--- config.mk ---
export PLATFORM = sky130hd
export DESIGN_NAME = aud_recorder_top
export DESIGN_NICKNAME = d
export VERILOG_FILES = /design/src/verilog/aud_pkg.sv /design/src/verilog/aud_transport.sv /design/src/verilog/aud_slot_deser.sv /design/src/verilog/aud_mem_writer.sv /design/src/verilog/aud_recorder_top.sv
export SDC_FILE = /design/constraint.sdc
export NUM_CORES = 1
export LEC_CHECK = 0
export BUFFER_PORTS_ARGS = -buffer_cell sky130_fd_sc_hd__buf_2
export CAP_MARGIN = 20
export CORE_MARGIN = 2
export CORE_UTILIZATION = 45
export DETAILED_ROUTE_END_ITERATION = 10
export HOLD_SLACK_MARGIN = 0.05
export PLACE_DENSITY = 0.67
export SLEW_MARGIN = 10
export SYNTH_ARGS = -nofsm -noshare
export SYNTH_HDL_FRONTEND = slang
export SYNTH_HIERARCHICAL = 1
export SYNTH_SLANG_ARGS = --single-unit
--- constraint.sdc ---
create_clock -name i_clk -period 2.4 [get_ports i_clk]
set_clock_uncertainty 0.05 [all_clocks]
set_input_delay 0.24 -clock i_clk [delete_from_list [all_inputs] [get_ports i_clk]]
set_output_delay 0.24 -clock i_clk [all_outputs]
set_load 0.01 [all_outputs]
--- src/verilog/aud_pkg.sv ---
package aud_pkg;

    // I2S frame layout
    localparam int NUM_CH      = 2;
    localparam int SAMPLE_BITS = 16;
    localparam int SLOT_DELAY  = 1;  // Bit-clocks between lrc edge and MSB

    // Sample memory
    localparam int ADDR_BITS = 20;
    localparam int MEM_DEPTH = 1024000;

    // Derived widths
    localparam int SLOT_LAST = SLOT_DELAY + SAMPLE_BITS - 1;  // Count at last sampled bit
    localparam int CNT_W     = $clog2(SLOT_LAST + 1);
    localparam int CH_W      = (NUM_CH > 1) ? $clog2(NUM_CH) : 1;

    typedef logic [SAMPLE_BITS-1:0] sample_t;
    typedef logic [ADDR_BITS-1:0]   addr_t;
    typedef logic [CH_W-1:0]        ch_t;

    typedef enum logic [2:0] {
        IDLE,
        ARM,     // Waiting for a left slot boundary
        REC,
        PAUSE,
        FINISH
    } xport_state_t;

endpackage

--- src/verilog/aud_transport.sv ---
`timescale 1ns/10ps

module aud_transport (
    input  logic i_clk,
    input  logic i_rst_n,
    input  logic i_start,
    input  logic i_pause,
    input  logic i_stop,
    input  logic i_lrc,
    input  logic i_full,
    output logic o_rec_en,
    output logic o_clear,
    output logic o_recording,
    output logic o_finish
);
    import aud_pkg::*;

    xport_state_t state_r;
    xport_state_t state_w;
    logic         lrc_d;
    logic         lrc_fall;

    assign lrc_fall = lrc_d & ~i_lrc;  // Start of a left slot

    always_comb begin
        state_w = state_r;
        case (state_r)
            IDLE: begin
                if (i_start) begin
                    state_w = ARM;
                end
            end
            ARM: begin
                if (lrc_fall) begin
                    state_w = REC;
                end
            end
            REC: begin
                // Stop outranks a pause in the same cycle
                if (i_stop || i_full) begin
                    state_w = FINISH;
                end else if (i_pause) begin
                    state_w = PAUSE;
                end
            end
            PAUSE: begin
                if (i_stop) begin
                    state_w = FINISH;
                end else if (i_pause) begin
                    state_w = REC;
                end
            end
            FINISH: begin
                state_w = IDLE;
            end
            default: begin
                state_w = IDLE;
            end
        endcase
    end

    always_ff @(posedge i_clk) begin
        if (i_rst_n) begin
            state_r <= IDLE;
            lrc_d   <= 1'b0;
        end else begin
            state_r <= state_w;
            lrc_d   <= i_lrc;
        end
    end

    // Enable rises on the boundary edge itself so the left slot latches it
    assign o_rec_en    = (state_r == REC) | ((state_r == ARM) & lrc_fall);
    assign o_clear     = (state_r == IDLE) & i_start;  // Address back to 0
    assign o_recording = (state_r == REC);
    assign o_finish    = (state_r == FINISH);

endmodule

--- src/verilog/aud_slot_deser.sv ---
`timescale 1ns/10ps

module aud_slot_deser #(
    parameter int unsigned CH_LEVEL = 0
) (
    input  logic             i_clk,
    input  logic             i_rst_n,
    input  logic             i_lrc,
    input  logic             i_data,
    input  logic             i_rec_en,
    output aud_pkg::sample_t o_sample,
    output logic             o_sample_vld
);
    import aud_pkg::*;

    logic             lrc_d;
    logic             slot_start;
    logic             active;    // Slot being captured
    logic             shift_en;
    logic [CNT_W-1:0] bit_cnt;   // Edges since slot start
    sample_t          sample_r;

    // First edge that sees lrc move into this channel's level
    assign slot_start = (i_lrc != lrc_d) && (i_lrc == 1'(CH_LEVEL));

    // The slot start edge itself is the delay bit
    assign shift_en = active && (bit_cnt >= CNT_W'(SLOT_DELAY));

    always_ff @(posedge i_clk) begin
        if (i_rst_n) begin
            lrc_d        <= 1'b0;
            active       <= 1'b0;
            bit_cnt      <= '0;
            o_sample_vld <= 1'b0;
        end else begin
            lrc_d        <= i_lrc;
            o_sample_vld <= 1'b0;
            if (slot_start) begin
                active  <= i_rec_en;  // Latched once per slot
                bit_cnt <= CNT_W'(1);
            end else if (active) begin
                bit_cnt <= bit_cnt + 1'b1;
                if (bit_cnt == CNT_W'(SLOT_LAST)) begin
                    active       <= 1'b0;
                    o_sample_vld <= 1'b1;
                end
            end
        end
    end

    // MSB first
    always_ff @(posedge i_clk) begin
        if (shift_en) begin
            sample_r <= {sample_r[SAMPLE_BITS-2:0], i_data};
        end
    end

    assign o_sample = sample_r;

endmodule

--- src/verilog/aud_mem_writer.sv ---
`timescale 1ns/10ps

module aud_mem_writer (
    input  logic                                   i_clk,
    input  logic                                   i_rst_n,
    input  logic                                   i_clear,
    input  logic [aud_pkg::NUM_CH-1:0]             i_sample_vld,
    input  aud_pkg::sample_t [aud_pkg::NUM_CH-1:0] i_sample,
    output aud_pkg::addr_t                         o_address,
    output aud_pkg::sample_t                       o_data,
    output logic                                   o_wr,
    output logic                                   o_full
);
    import aud_pkg::*;

    ch_t     sel;
    logic    any_vld;
    addr_t   addr_r;
    sample_t data_r;
    logic    wr_r;
    logic    full_r;

    // Slots never overlap, so at most one valid is set
    always_comb begin
        sel     = '0;
        any_vld = 1'b0;
        for (int k = 0; k < NUM_CH; k++) begin
            if (i_sample_vld[k]) begin
                sel     = ch_t'(k);
                any_vld = 1'b1;
            end
        end
    end

    always_ff @(posedge i_clk) begin
        if (i_rst_n) begin
            wr_r   <= 1'b0;
            addr_r <= '0;
            full_r <= 1'b0;
        end else begin
            wr_r <= any_vld & ~full_r;  // Drop samples once full
            if (i_clear) begin
                addr_r <= '0;
                full_r <= 1'b0;
            end else if (wr_r) begin
                // Advance after the write cycle
                if (addr_r == addr_t'(MEM_DEPTH - 1)) begin
                    full_r <= 1'b1;
                end else begin
                    addr_r <= addr_r + 1'b1;
                end
            end
        end
    end

    always_ff @(posedge i_clk) begin
        if (any_vld) begin
            data_r <= i_sample[sel];
        end
    end

    assign o_address = addr_r;
    assign o_data    = data_r;
    assign o_wr      = wr_r;
    assign o_full    = full_r;

endmodule

--- src/verilog/aud_recorder_top.sv ---
`timescale 1ns/10ps

module aud_recorder_top (
    input  logic             i_clk,
    input  logic             i_rst_n,
    input  logic             i_lrc,
    input  logic             i_data,
    input  logic             i_start,
    input  logic             i_pause,
    input  logic             i_stop,
    output aud_pkg::addr_t   o_address,
    output aud_pkg::sample_t o_data,
    output logic             o_wr,
    output logic             o_recording,
    output logic             o_finish
);
    import aud_pkg::*;

    logic                     rec_en;
    logic                     clear;
    logic                     full;
    logic [NUM_CH-1:0]        sample_vld;
    sample_t [NUM_CH-1:0]     sample;

    aud_transport i_aud_transport (
        .i_clk       (i_clk),
        .i_rst_n     (i_rst_n),
        .i_start     (i_start),
        .i_pause     (i_pause),
        .i_stop      (i_stop),
        .i_lrc       (i_lrc),
        .i_full      (full),
        .o_rec_en    (rec_en),
        .o_clear     (clear),
        .o_recording (o_recording),
        .o_finish    (o_finish)
    );

    // Channel 0 is left (lrc low), channel 1 right (lrc high)
    for (genvar k = 0; k < NUM_CH; k++) begin : g_deser
        aud_slot_deser #(
            .CH_LEVEL (k)
        ) i_aud_slot_deser (
            .i_clk        (i_clk),
            .i_rst_n      (i_rst_n),
            .i_lrc        (i_lrc),
            .i_data       (i_data),
            .i_rec_en     (rec_en),
            .o_sample     (sample[k]),
            .o_sample_vld (sample_vld[k])
        );
    end

    aud_mem_writer i_aud_mem_writer (
        .i_clk        (i_clk),
        .i_rst_n      (i_rst_n),
        .i_clear      (clear),
        .i_sample_vld (sample_vld),
        .i_sample     (sample),
        .o_address    (o_address),
        .o_data       (o_data),
        .o_wr         (o_wr),
        .o_full       (full)
    );

endmodule

# Word-level counts from Yosys, hierarchy flattened
# Index checks and enable logic that the tools add are counted.
[op_classes]
n_div = 0
eq_ne = 12
n_reduce_logical = 16
mul = 0
magnitude_cmp = 3
n_bitwise = 10
shift = 0
addsub = 3
n_mux = 24
[ops]
columns = ["cell", "count"]
rows = [
  ["16-bit two-way mux", 2],
  ["20-bit by 1-bit adder with 20-bit output (second input constant)", 1],
  ["20-bit == test (second input constant)", 1],
  ["3-bit two-way mux", 6],
  ["1-bit two-way mux", 15],
  ["3-bit one-hot mux with 4 select lines", 1],
  ["5-bit by 1-bit adder with 5-bit output (second input constant)", 2],
  ["5-bit == test (second input constant)", 2],
  ["5-bit by 1-bit >= comparator with 1-bit output (second input constant)", 2],
  ["3-bit by 2-bit == test with 1-bit output (second input constant)", 2],
  ["2-bit OR reduction", 3],
  ["3-bit OR reduction", 2],
  ["1-bit NOT", 5],
  ["1-bit bitwise AND", 4],
  ["1-bit logical AND", 4],
  ["2-bit AND reduction", 2],
  ["4-bit AND reduction", 1],
  ["2-bit nonzero test", 2],
  ["3-bit by 1-bit == test with 1-bit output (second input constant)", 1],
  ["3-bit == test (second input constant)", 1],
  ["3-bit zero test", 1],
  ["3-bit by 2-bit inequality test with 1-bit output (second input constant)", 1],
  ["3-bit inequality test (second input constant)", 1],
  ["1-bit by 2-bit < comparator with 1-bit output (second input constant)", 1],
  ["5 further kinds", 5],
]
[word_totals]
n_memories = 0
latch_bits = 0
ram_bits = 0
ff_bits = 88
mem_bits_ro = 0
elab_cells = 84
out_inout_bits = 39
inputBits = 7

# Longest topological paths before layout
# Gate-level depths: netlist of the first run.
[depth]
ltp_word = 5
depth_mapped = 6
mapped_depth_nobuf = 6

# Cells and area by module
# Netlist of the first run, hierarchy kept.
[modules_own_cells]
columns = ["mod", "seq_area_each_um2", "instances", "cells_per_inst", "area_each_um2"]
rows = [
  ["aud_mem_writer", 920.9, 1, 154, 1751.7],
  ["aud_slot_deser", 640.6, 2, 55, 849.6],
  ["aud_transport", 80.1, 1, 28, 227.7],
]

# Least setup slack after synthesis of the first run
# No wires, ideal clock.
[synth_path]
path_kind = "reg2reg"
start = "register g_deser[0].i_aud_slot_deser.bit_cnt[0]"
end = "register g_deser[0].i_aud_slot_deser.sample_r[0], enable pin"
arrival_ns = 1.841
path_stages_with_launch = 4
n_path_buf = 0
path_slack_ns = 0.095
required_time_ns = 1.936
setup_time_ns = 0.414
period_less_slack_ns = 2.305
cell_sequence = "dfxtp_1 -> ha_1 -> nor4_1 -> a21boi_0"
[synth_between]
elab_chain_len = 2
[synth_rtl]
columns = ["item", "line", "text"]
rows = [
  ["from (decl)", "aud_slot_deser.sv:20", "logic [CNT_W-1:0] bit_cnt;"],
  ["from (signal assigned)", "aud_slot_deser.sv:42", "bit_cnt <= bit_cnt + 1'b1;"],
  ["5-bit by 1-bit >= comparator with 1-bit output", "aud_slot_deser.sv:27", "assign shift_en = active && (bit_cnt >= CNT_W'(SLOT_DELAY));"],
  ["1-bit logical AND", "aud_slot_deser.sv:27", ""],
  ["via g_deser[0].i_aud_slot_deser.shift_en", "aud_slot_deser.sv:19", "logic shift_en;"],
  ["to (signal assigned)", "aud_slot_deser.sv:54", "sample_r <= {sample_r[SAMPLE_BITS-2:0], i_data};"],
  ["to (decl)", "aud_slot_deser.sv:21", "sample_t sample_r;"],
]
# The timed path passes the listed nets, and every way through them passes these cells.
# A chain may end at the register's enable or synchronous reset.

# Worst setup path after layout of the first run
[layout_path]
start = "register i_aud_mem_writer.addr_r[0], in the netlist i_aud_mem_writer/o_address[0]"
end = "register i_aud_mem_writer.addr_r[14], in the netlist i_aud_mem_writer/o_address[14]"
[layout_between]
elab_chain_len = 3
elab_cells_between_ends = 4
cone_classes = "1 x add/sub; 1 x eq/ne; 1 x bitwise; 1 x reduce/logical"
[layout_rtl]
columns = ["item", "line", "text"]
rows = [
  ["from (decl)", "aud_mem_writer.sv:18", "addr_t addr_r;"],
  ["from (signal assigned)", "aud_mem_writer.sv:50", "addr_r <= addr_r + 1'b1;"],
  ["parallel branches: the longest is 3 deep, another holds 20-bit by 1-bit adder with 20-bit output", "n/a", ""],
]
# Parallel ways; which one is timed is not known.

==> impl_metrics.json, run 1 <==
{
  "synth_top_area_cell": "edfxtp_1",
  "setup_viol": 0,
  "hold_viol": 0,
  "design.core.area_mm2": 0.00781,
  "dr.first_iter.drc_count": 75,
  "r2r_start": "i_aud_mem_writer/o_address[0]$_SDFFE_PP0P_",
  "synth-main-ff-cell": "edfxtp_1",
  "clk_pin_slew_ps": 90,
  "synth-seq-cells": 90,
  "io_pins": 46,
  "drv_cap": 0,
  "yosysMostFrequentCell": "edfxtp_1",
  "synth_compound_area_share_pct": 6.26,
  "regArea_mm2": 0.00228,
  "hold_start": "i_lrc",
  "drc_errors": 0,
  "setup_tns_ps": 0,
  "fp.dieW_um": 94.4,
  "drt-pass1-iter-count": 5,
  "place_congestion": 0.847,
  "grt_pass1_wl_um": 10100,
  "multiInputGateArea_mm2": 0.00134,
  "die_area_mm2": 0.00891,
  "tightest_slew_ps": 473,
  "die_h_um": 94.4,
  "crit_required_ps": 2580,
  "status": "finished clean",
  "cp-start-kind": "register",
  "syn_nets": 306,
  "cts_buffers": 9,
  "synth_mux_area_share_pct": 5.44,
  "rsz0062_at_grt": "false",
  "grt_pass1_vias": 2118,
  "fin_nets": 359,
  "wl_um": 6140,
  "insertion_delay_ps": 340,
  "synthTopCellsByArea": "edfxtp_1, dfxtp_1, mux2_2",
  "gr-total-overflow": 0,
  "synth.top_cell.area_share_pct": 39.2,
  "clock_sinks": 90,
  "htree_levels": 3,
  "dp_hpwl_um": 4170,
  "clk_path_buf_depth": 2,
  "synth_top_family_by_area": "simple AND/OR/NAND/NOR gates",
  "irDropWorstVdd_mv": 0.275,
  "crit_type": "reg -> reg",
  "wl_per_cell_um": 13.6,
  "ff2ff_setup_slack_ps": 570,
  "slew_headroom_pct": 68.2,
  "cts.hold.buffers_added": 1,
  "hp-class": "in -> reg",
  "drive_gt1_share_pct": 27.1,
  "io_buffers": 45,
  "viasPerCell": 5.13,
  "synthTopCellsByCount": "edfxtp_1, dfxtp_1, nor2_1",
  "synth_fa_ha_area_share_pct": 2.38,
  "ff2ff_path_depth": 6,
  "fmax_mhz": 547,
  "insertedDiodeCount": 0,
  "ys_async_sr_fraction_pct": 0,
  "setup_slack_ps": 572,
  "yosysWarningCount": 6,
  "ys_seq_area_share_pct": 62.0,
  "clock-root-buffer": "clkbuf_8",
  "synth_simple_gate_area_share_pct": 17.2,
  "crit_path_max_fanout": 5,
  "period_minus_slack_ps": 1830,
  "leakage_nw": 1.49,
  "cts_tree": "yes",
  "critPathCaptureType": "register",
  "synth_area_per_cell_um2": 12.6,
  "grt_max_degree": 21,
  "post_cts_resized": 0,
  "synth_area_mm2": 0.00368,
  "synth_xor_area_share_pct": 5.00,
  "p_per_area_mw_per_mm2": 617,
  "pre_cts_slack_ps": 658,
  "antenna_found_initial": 0,
  "fp-row-count": 32,
  "r2r_end": "i_aud_mem_writer/o_address[14]$_SDFFE_PP0P_",
  "final_antenna_net_count": 0,
  "fill_cells": 716,
  "hold_path_depth": 2,
  "cts_setup_buffers": 0,
  "synthToLayoutAreaGrowth_pct": 14.0,
  "start_util_pct": 47.1,
  "cp.arrival_ps": 2010,
  "timing.final.crit_share_pct": 76.2,
  "synth_cells": 292,
  "dr_total_vias": 2317,
  "grtUsageTotal_pct": 14.6,
  "drv_slew": 0,
  "synth_cell_types": 50,
  "min_to": "g_deser[1].i_aud_slot_deser/lrc_d$_SDFF_PP0_",
  "synth_edf_count": 48
}
-- worst max-delay path by stage --
stage                                                              from                                           endpoint  slack [ps]  depth (start not counted)
finish                       i_aud_mem_writer/o_address[0]$_SDFFE_PP0P_        i_aud_mem_writer/o_address[14]$_SDFFE_PP0P_         570                          6
detailed placement           i_aud_mem_writer/o_address[0]$_SDFFE_PP0P_        i_aud_mem_writer/o_address[14]$_SDFFE_PP0P_         660                          6
global route                 i_aud_mem_writer/o_address[0]$_SDFFE_PP0P_        i_aud_mem_writer/o_address[14]$_SDFFE_PP0P_         460                          6
global placement             i_aud_mem_writer/o_address[0]$_SDFFE_PP0P_        i_aud_mem_writer/o_address[14]$_SDFFE_PP0P_         720                          6
CTS                          i_aud_mem_writer/o_address[0]$_SDFFE_PP0P_        i_aud_mem_writer/o_address[14]$_SDFFE_PP0P_         590                          6
floorplan           g_deser[0].i_aud_slot_deser/bit_cnt[0]$_SDFFE_PP0P_  g_deser[0].i_aud_slot_deser/o_sample[0]$_DFFE_PP_         100                          3
-- worst max-delay path: stages (launching register included) --
cell,delay (ps)
dfxtp_1,400
ha_1,240
nand3_1,150
nor3_1,460
and3_1,240
xnor2_1,120
nor2_1,50
-- report_power, final --
| group | total [mW] | leakage [nW] | internal, mW | switching, mW |
|---|---|---|---|---|
| Combinational | 0.0659 | 0.640 | 0.0275 | 0.0384 |
| Clock | 0.897 | 0.0788 | 0.377 | 0.519 |
| Sequential | 1.62 | 0.771 | 1.61 | 0.0113 |
-- flip-flops by register name, summed over array words and instances (netlist names), 2 cells and up --
register / flops
g_deser.i_aud_slot_deser/active: 2
g_deser.i_aud_slot_deser/bit_cnt: 10
i_aud_transport/state_r: 3
g_deser.i_aud_slot_deser/lrc_d: 2
g_deser.i_aud_slot_deser/o_sample_vld: 2
g_deser.i_aud_slot_deser/o_sample: 32
i_aud_mem_writer/o_address: 20
i_aud_mem_writer/o_data: 16
-- per-stage QoR --
stage	instance area (um2)	total power, mW	util (%)	cells	hold slack [ps]
after floorplan	3680	1.70	-	292	252
after global placement	4010	1.72	51.4	435	372
after detailed placement	4010	1.73	51.4	435	380
after CTS	4190	2.63	53.7	452	118
after global routing	4190	2.71	53.7	452	136
final	4190	2.59	53.7	452	139
-- final cells by class --
type                       count  share of cell area [%]
timing repair buffer          49                    6.15
inverter                       5                   0.448
sequential                    90                    54.4
tap                          102                    3.04
multi-input combinational    190                    31.9
clock inverter                 6                    1.01
clock buffer                  10                    3.04
-- layout by cell type, fill, tap and decap left out, types with 2 or more instances in the layout --
cell / instances
clkbuf_8: 9
nor3_1: 8
nor4_1: 2
mux2i_1: 2
dfxtp_1: 42
buf_2: 45
xnor2_1: 10
nor2b_1: 3
nor3b_1: 2
nor2_1: 35
nand2b_1: 5
and3_1: 2
edfxtp_1: 48
xor2_1: 11
or2_2: 2
nand4_1: 10
nand3_1: 6
o311ai_1: 2
mux2_2: 16
and4_1: 4
nand3b_1: 2
buf_4: 3
nand2_1: 12
or3_1: 4
a21oi_1: 15
and2_1: 2
a21boi_1: 2
o21ai_0: 6
clkinvlp_4: 2
inv_1: 5
ha_1: 7
-- routing by layer --
metal	vias to the layer above	share of wire [%]	routed length, um	global-route usage (%)
met2	40	46	2820	21.8
li1	1172	-	-	-
met5	-	0	0	0
met1	1098	49	2980	20.2
met4	0	1.2	76	5.43
met3	7	4.3	265	4.47
-- kinds of logic after synthesis --
| family | after synthesis |
|---|---|
| simple gates | 110 |
| xor+xnor | 21 |
| mux | 18 |
| flops | 90 |
| fa+ha+maj | 7 |
| buf+inv | 12 |
| compound gates | 34 |
(Power assumes the default switching activity.)
==> run 2: changes to the inputs <==
--- a/config.mk
+++ b/config.mk
@@ -5,13 +5,14 @@
 export SDC_FILE = /design/constraint.sdc
 export NUM_CORES = 1
 export LEC_CHECK = 0
+export ABC_AREA = 1
 export BUFFER_PORTS_ARGS = -buffer_cell sky130_fd_sc_hd__buf_2
 export CAP_MARGIN = 20
 export CORE_MARGIN = 2
 export CORE_UTILIZATION = 45
 export DETAILED_ROUTE_END_ITERATION = 10
 export HOLD_SLACK_MARGIN = 0.05
-export PLACE_DENSITY = 0.67
+export PLACE_DENSITY = 0.66
 export SLEW_MARGIN = 10
 export SYNTH_ARGS = -nofsm -noshare
 export SYNTH_HDL_FRONTEND = slang
==> constraint.sdc (replaced) <==
create_clock -name i_clk -period 1.6 [get_ports i_clk]
set_clock_uncertainty 0.05 [all_clocks]
set_input_delay 0.16 -clock i_clk [delete_from_list [all_inputs] [get_ports i_clk]]
set_output_delay 0.16 -clock i_clk [all_outputs]
set_load 0.01 [all_outputs]
==> run 2 against run 1 <==
  * Clock power grew 82%
  * Maximum frequency rose by 16%
  * Register-to-register slack got worse by 550 ps
  * Global-route usage rose by 1.7 points
  * Core utilization increased by 1.7 points
  * Die area increased by 9.6%
  * Final cell count rose by 45%
==> impl_metrics.json, run 2 <==
{
  "status": "finished clean",
  "die_area_mm2": 0.00977,
  "insertedDiodeCount": 0,
  "start_util_pct": 46.4,
  "drive_gt1_share_pct": 22.7,
  "grt_pass1_wl_um": 13000,
  "synth_top_area_cell": "edfxtp_1",
  "pre_cts_slack_ps": 42.2,
  "grt.busiest_layer": "met2",
  "dr.first_iter.drc_count": 132,
  "viasPerCell": 4.82,
  "fin_nets": 556,
  "cp.arrival_ps": 1810,
  "clock-root-buffer": "clkbuf_8",
  "drt-pass1-iter-count": 4,
  "final_common_cell": "nand2_1",
  "worst-path-buf-inv": 1,
  "dr_total_vias": 3155,
  "dp_hpwl_um": 5420,
  "synthToLayoutAreaGrowth_pct": 19.3,
  "synth-seq-cells": 90,
  "fmax_mhz": 635,
  "irDropWorstVdd_mv": 0.682,
  "setup_slack_ps": 24.4,
  "synth_cells": 470,
  "largest_reg_flops": 32,
  "io_buffers": 45,
  "clk_path_buf_depth": 2,
  "setup_tns_ps": 0,
  "grt_pass1_vias": 2928,
  "hold_viol": 0,
  "grt_util_met2_pct": 24.8,
  "tightest_slew_ps": 678,
  "multiInputGateArea_mm2": 0.00158,
  "crit_type": "reg -> reg",
  "gr-total-overflow": 0,
  "place_congestion": 0.802,
  "final_cell_mix": "nand2_1, nor2_1, inv_1",
  "cp-start-kind": "register",
  "synthTopCellsByCount": "nand2_1, nor2_1, inv_1",
  "synth-main-ff-cell": "edfxtp_1",
  "grtUsageTotal_pct": 16.4,
  "crit_required_ps": 1830,
  "clock_sinks": 90,
  "ys_async_sr_fraction_pct": 0,
  "cts_buffers": 9,
  "ys_seq_area_share_pct": 56.4,
  "critPathCaptureType": "register",
  "fill_cells": 771,
  "synth_area_mm2": 0.00405,
  "final_antenna_net_count": 0,
  "synth_area_per_cell_um2": 8.61,
  "io_pins": 46,
  "timing.final.crit_share_pct": 98.5,
  "slowest_stage": "dfxtp_4",
  "crit_path_max_fanout": 7,
  "antenna_found_initial": 0,
  "insertion_delay_ps": 350,
  "hp-class": "in -> reg",
  "synth_cell_types": 29,
  "wl_um": 7910,
  "placed_area_mm2": 0.00449,
  "setup_viol": 0,
  "cts_tree": "yes",
  "p_per_area_mw_per_mm2": 957,
  "slew_headroom_pct": 54.7,
  "regArea_mm2": 0.00230,
  "period_minus_slack_ps": 1580,
  "drv_slew": 0,
  "fp.dieW_um": 98.8,
  "leakage_nw": 2.00,
  "crit_chain": "ha_4 -> inv_1 -> nor2_4 -> nand2_2 -> nor2_4 -> nand2_8 -> nand2_8 -> nand2_1 -> a21oi_1",
  "yosysMostFrequentCell": "nand2_1",
  "wl_per_cell_um": 12.1,
  "fin_area_mm2": 0.00483,
  "syn_nets": 484,
  "synthTopCellsByArea": "edfxtp_1, dfxtp_1, nand2_1",
  "fp-row-count": 34,
  "max_stage_delay_ps": 390,
  "met3_usage_pct": 2.98,
  "die_h_um": 98.8,
  "drv_cap": 0,
  "path_delay_family": "simple AND/OR/NAND/NOR gates",
  "synth_edf_count": 48,
  "grt_util_met1_pct": 23.1,
  "yosysWarningCount": 6,
  "grt_max_degree": 20,
  "clk_pin_slew_ps": 100,
  "htree_levels": 3,
  "synth.top_cell.area_share_pct": 35.6,
  "whs_ps": 73.6,
  "drc_errors": 0,
  "design.core.area_mm2": 0.00872
}
-- run 2: changes by cell type in the layout (fill, tap and decap cells not counted), sizes merged, moves of 6 or more --
cell,before,now
nand2,12,158
inv,6,61
nor2,36,74
nand3,6,30
mux2,16,0
buf,48,63
xnor2,10,0
xor2,11,1
a21oi,16,23
nand4,12,5
nand2b,6,0
-- run 2: cell type report --
type	instances	share of cell area, %
repair buffers	65	8.13
multi-input cells	319	32.6
clock buffers	9	2.56
inverters	57	4.51
flip-flops and latches	90	47.5
well taps	108	2.80
clock inverters	7	1.81
-- run 2: worst paths after layout --
check / slack, ps / from / cells past startpoint / endpoint
worst min-delay path: 70 / i_rst_n / 2 / g_deser[1].i_aud_slot_deser/lrc_d$_SDFF_PP0_
worst max register to register: 20 / i_aud_mem_writer/o_address[0]$_SDFFE_PP0P_ / 9 / i_aud_mem_writer/o_address[11]$_SDFFE_PP0P_
worst max-delay path: 20 / i_aud_mem_writer/o_address[0]$_SDFFE_PP0P_ / 9 / i_aud_mem_writer/o_address[11]$_SDFFE_PP0P_
worst min register to register: 390 / g_deser[1].i_aud_slot_deser/o_sample[7]$_DFFE_PP_ / 0 / g_deser[1].i_aud_slot_deser/o_sample[8]$_DFFE_PP_
-- run 2: power breakdown --
part           internal (mW)  leakage, nW  switching [mW]  total [mW]
Clock                  0.764        0.109           0.870        1.63
Sequential              2.49        0.780          0.0585        2.55
Combinational          0.163         1.11           0.280       0.443
-- run 2: kinds of logic after synthesis --
family	Yosys count	synth area share, %
AND/OR/NAND/NOR	279	30.9
flip-flops	90	56.4
buffers and inverters	63	6.31
AO/OA/AOI/OAI	30	4.08
adder cells (fa/ha/maj)	7	2.16
XOR/XNOR	1	0.216
-- run 2: per-layer routing --
metal | routed length (um) | share of wire (%)
met2 | 3550 | 45
met4 | 94 | 1.2
met1 | 3950 | 50
met5 | 0 | 0
met3 | 309 | 3.9
-- run 2: stage by stage --
stage / utilization [%] / std cells / power, mW
2_1_floorplan: - / 470 / 2.92
3_3_place_gp: 51.5 / 633 / 3.01
6_report: 55.4 / 655 / 4.62
3_5_place_dp: 51.5 / 633 / 3.03
4_1_cts: 54.1 / 651 / 4.67
5_1_grt: 55.4 / 655 / 4.86
-- run 2: repair_timing --
action                                  CTS  global route
endpoints found under the setup margin    0            33
gates resized for setup                   0            19
hold buffers                              2             0
hold endpoints to repair                  5             0
setup buffers                             0             2
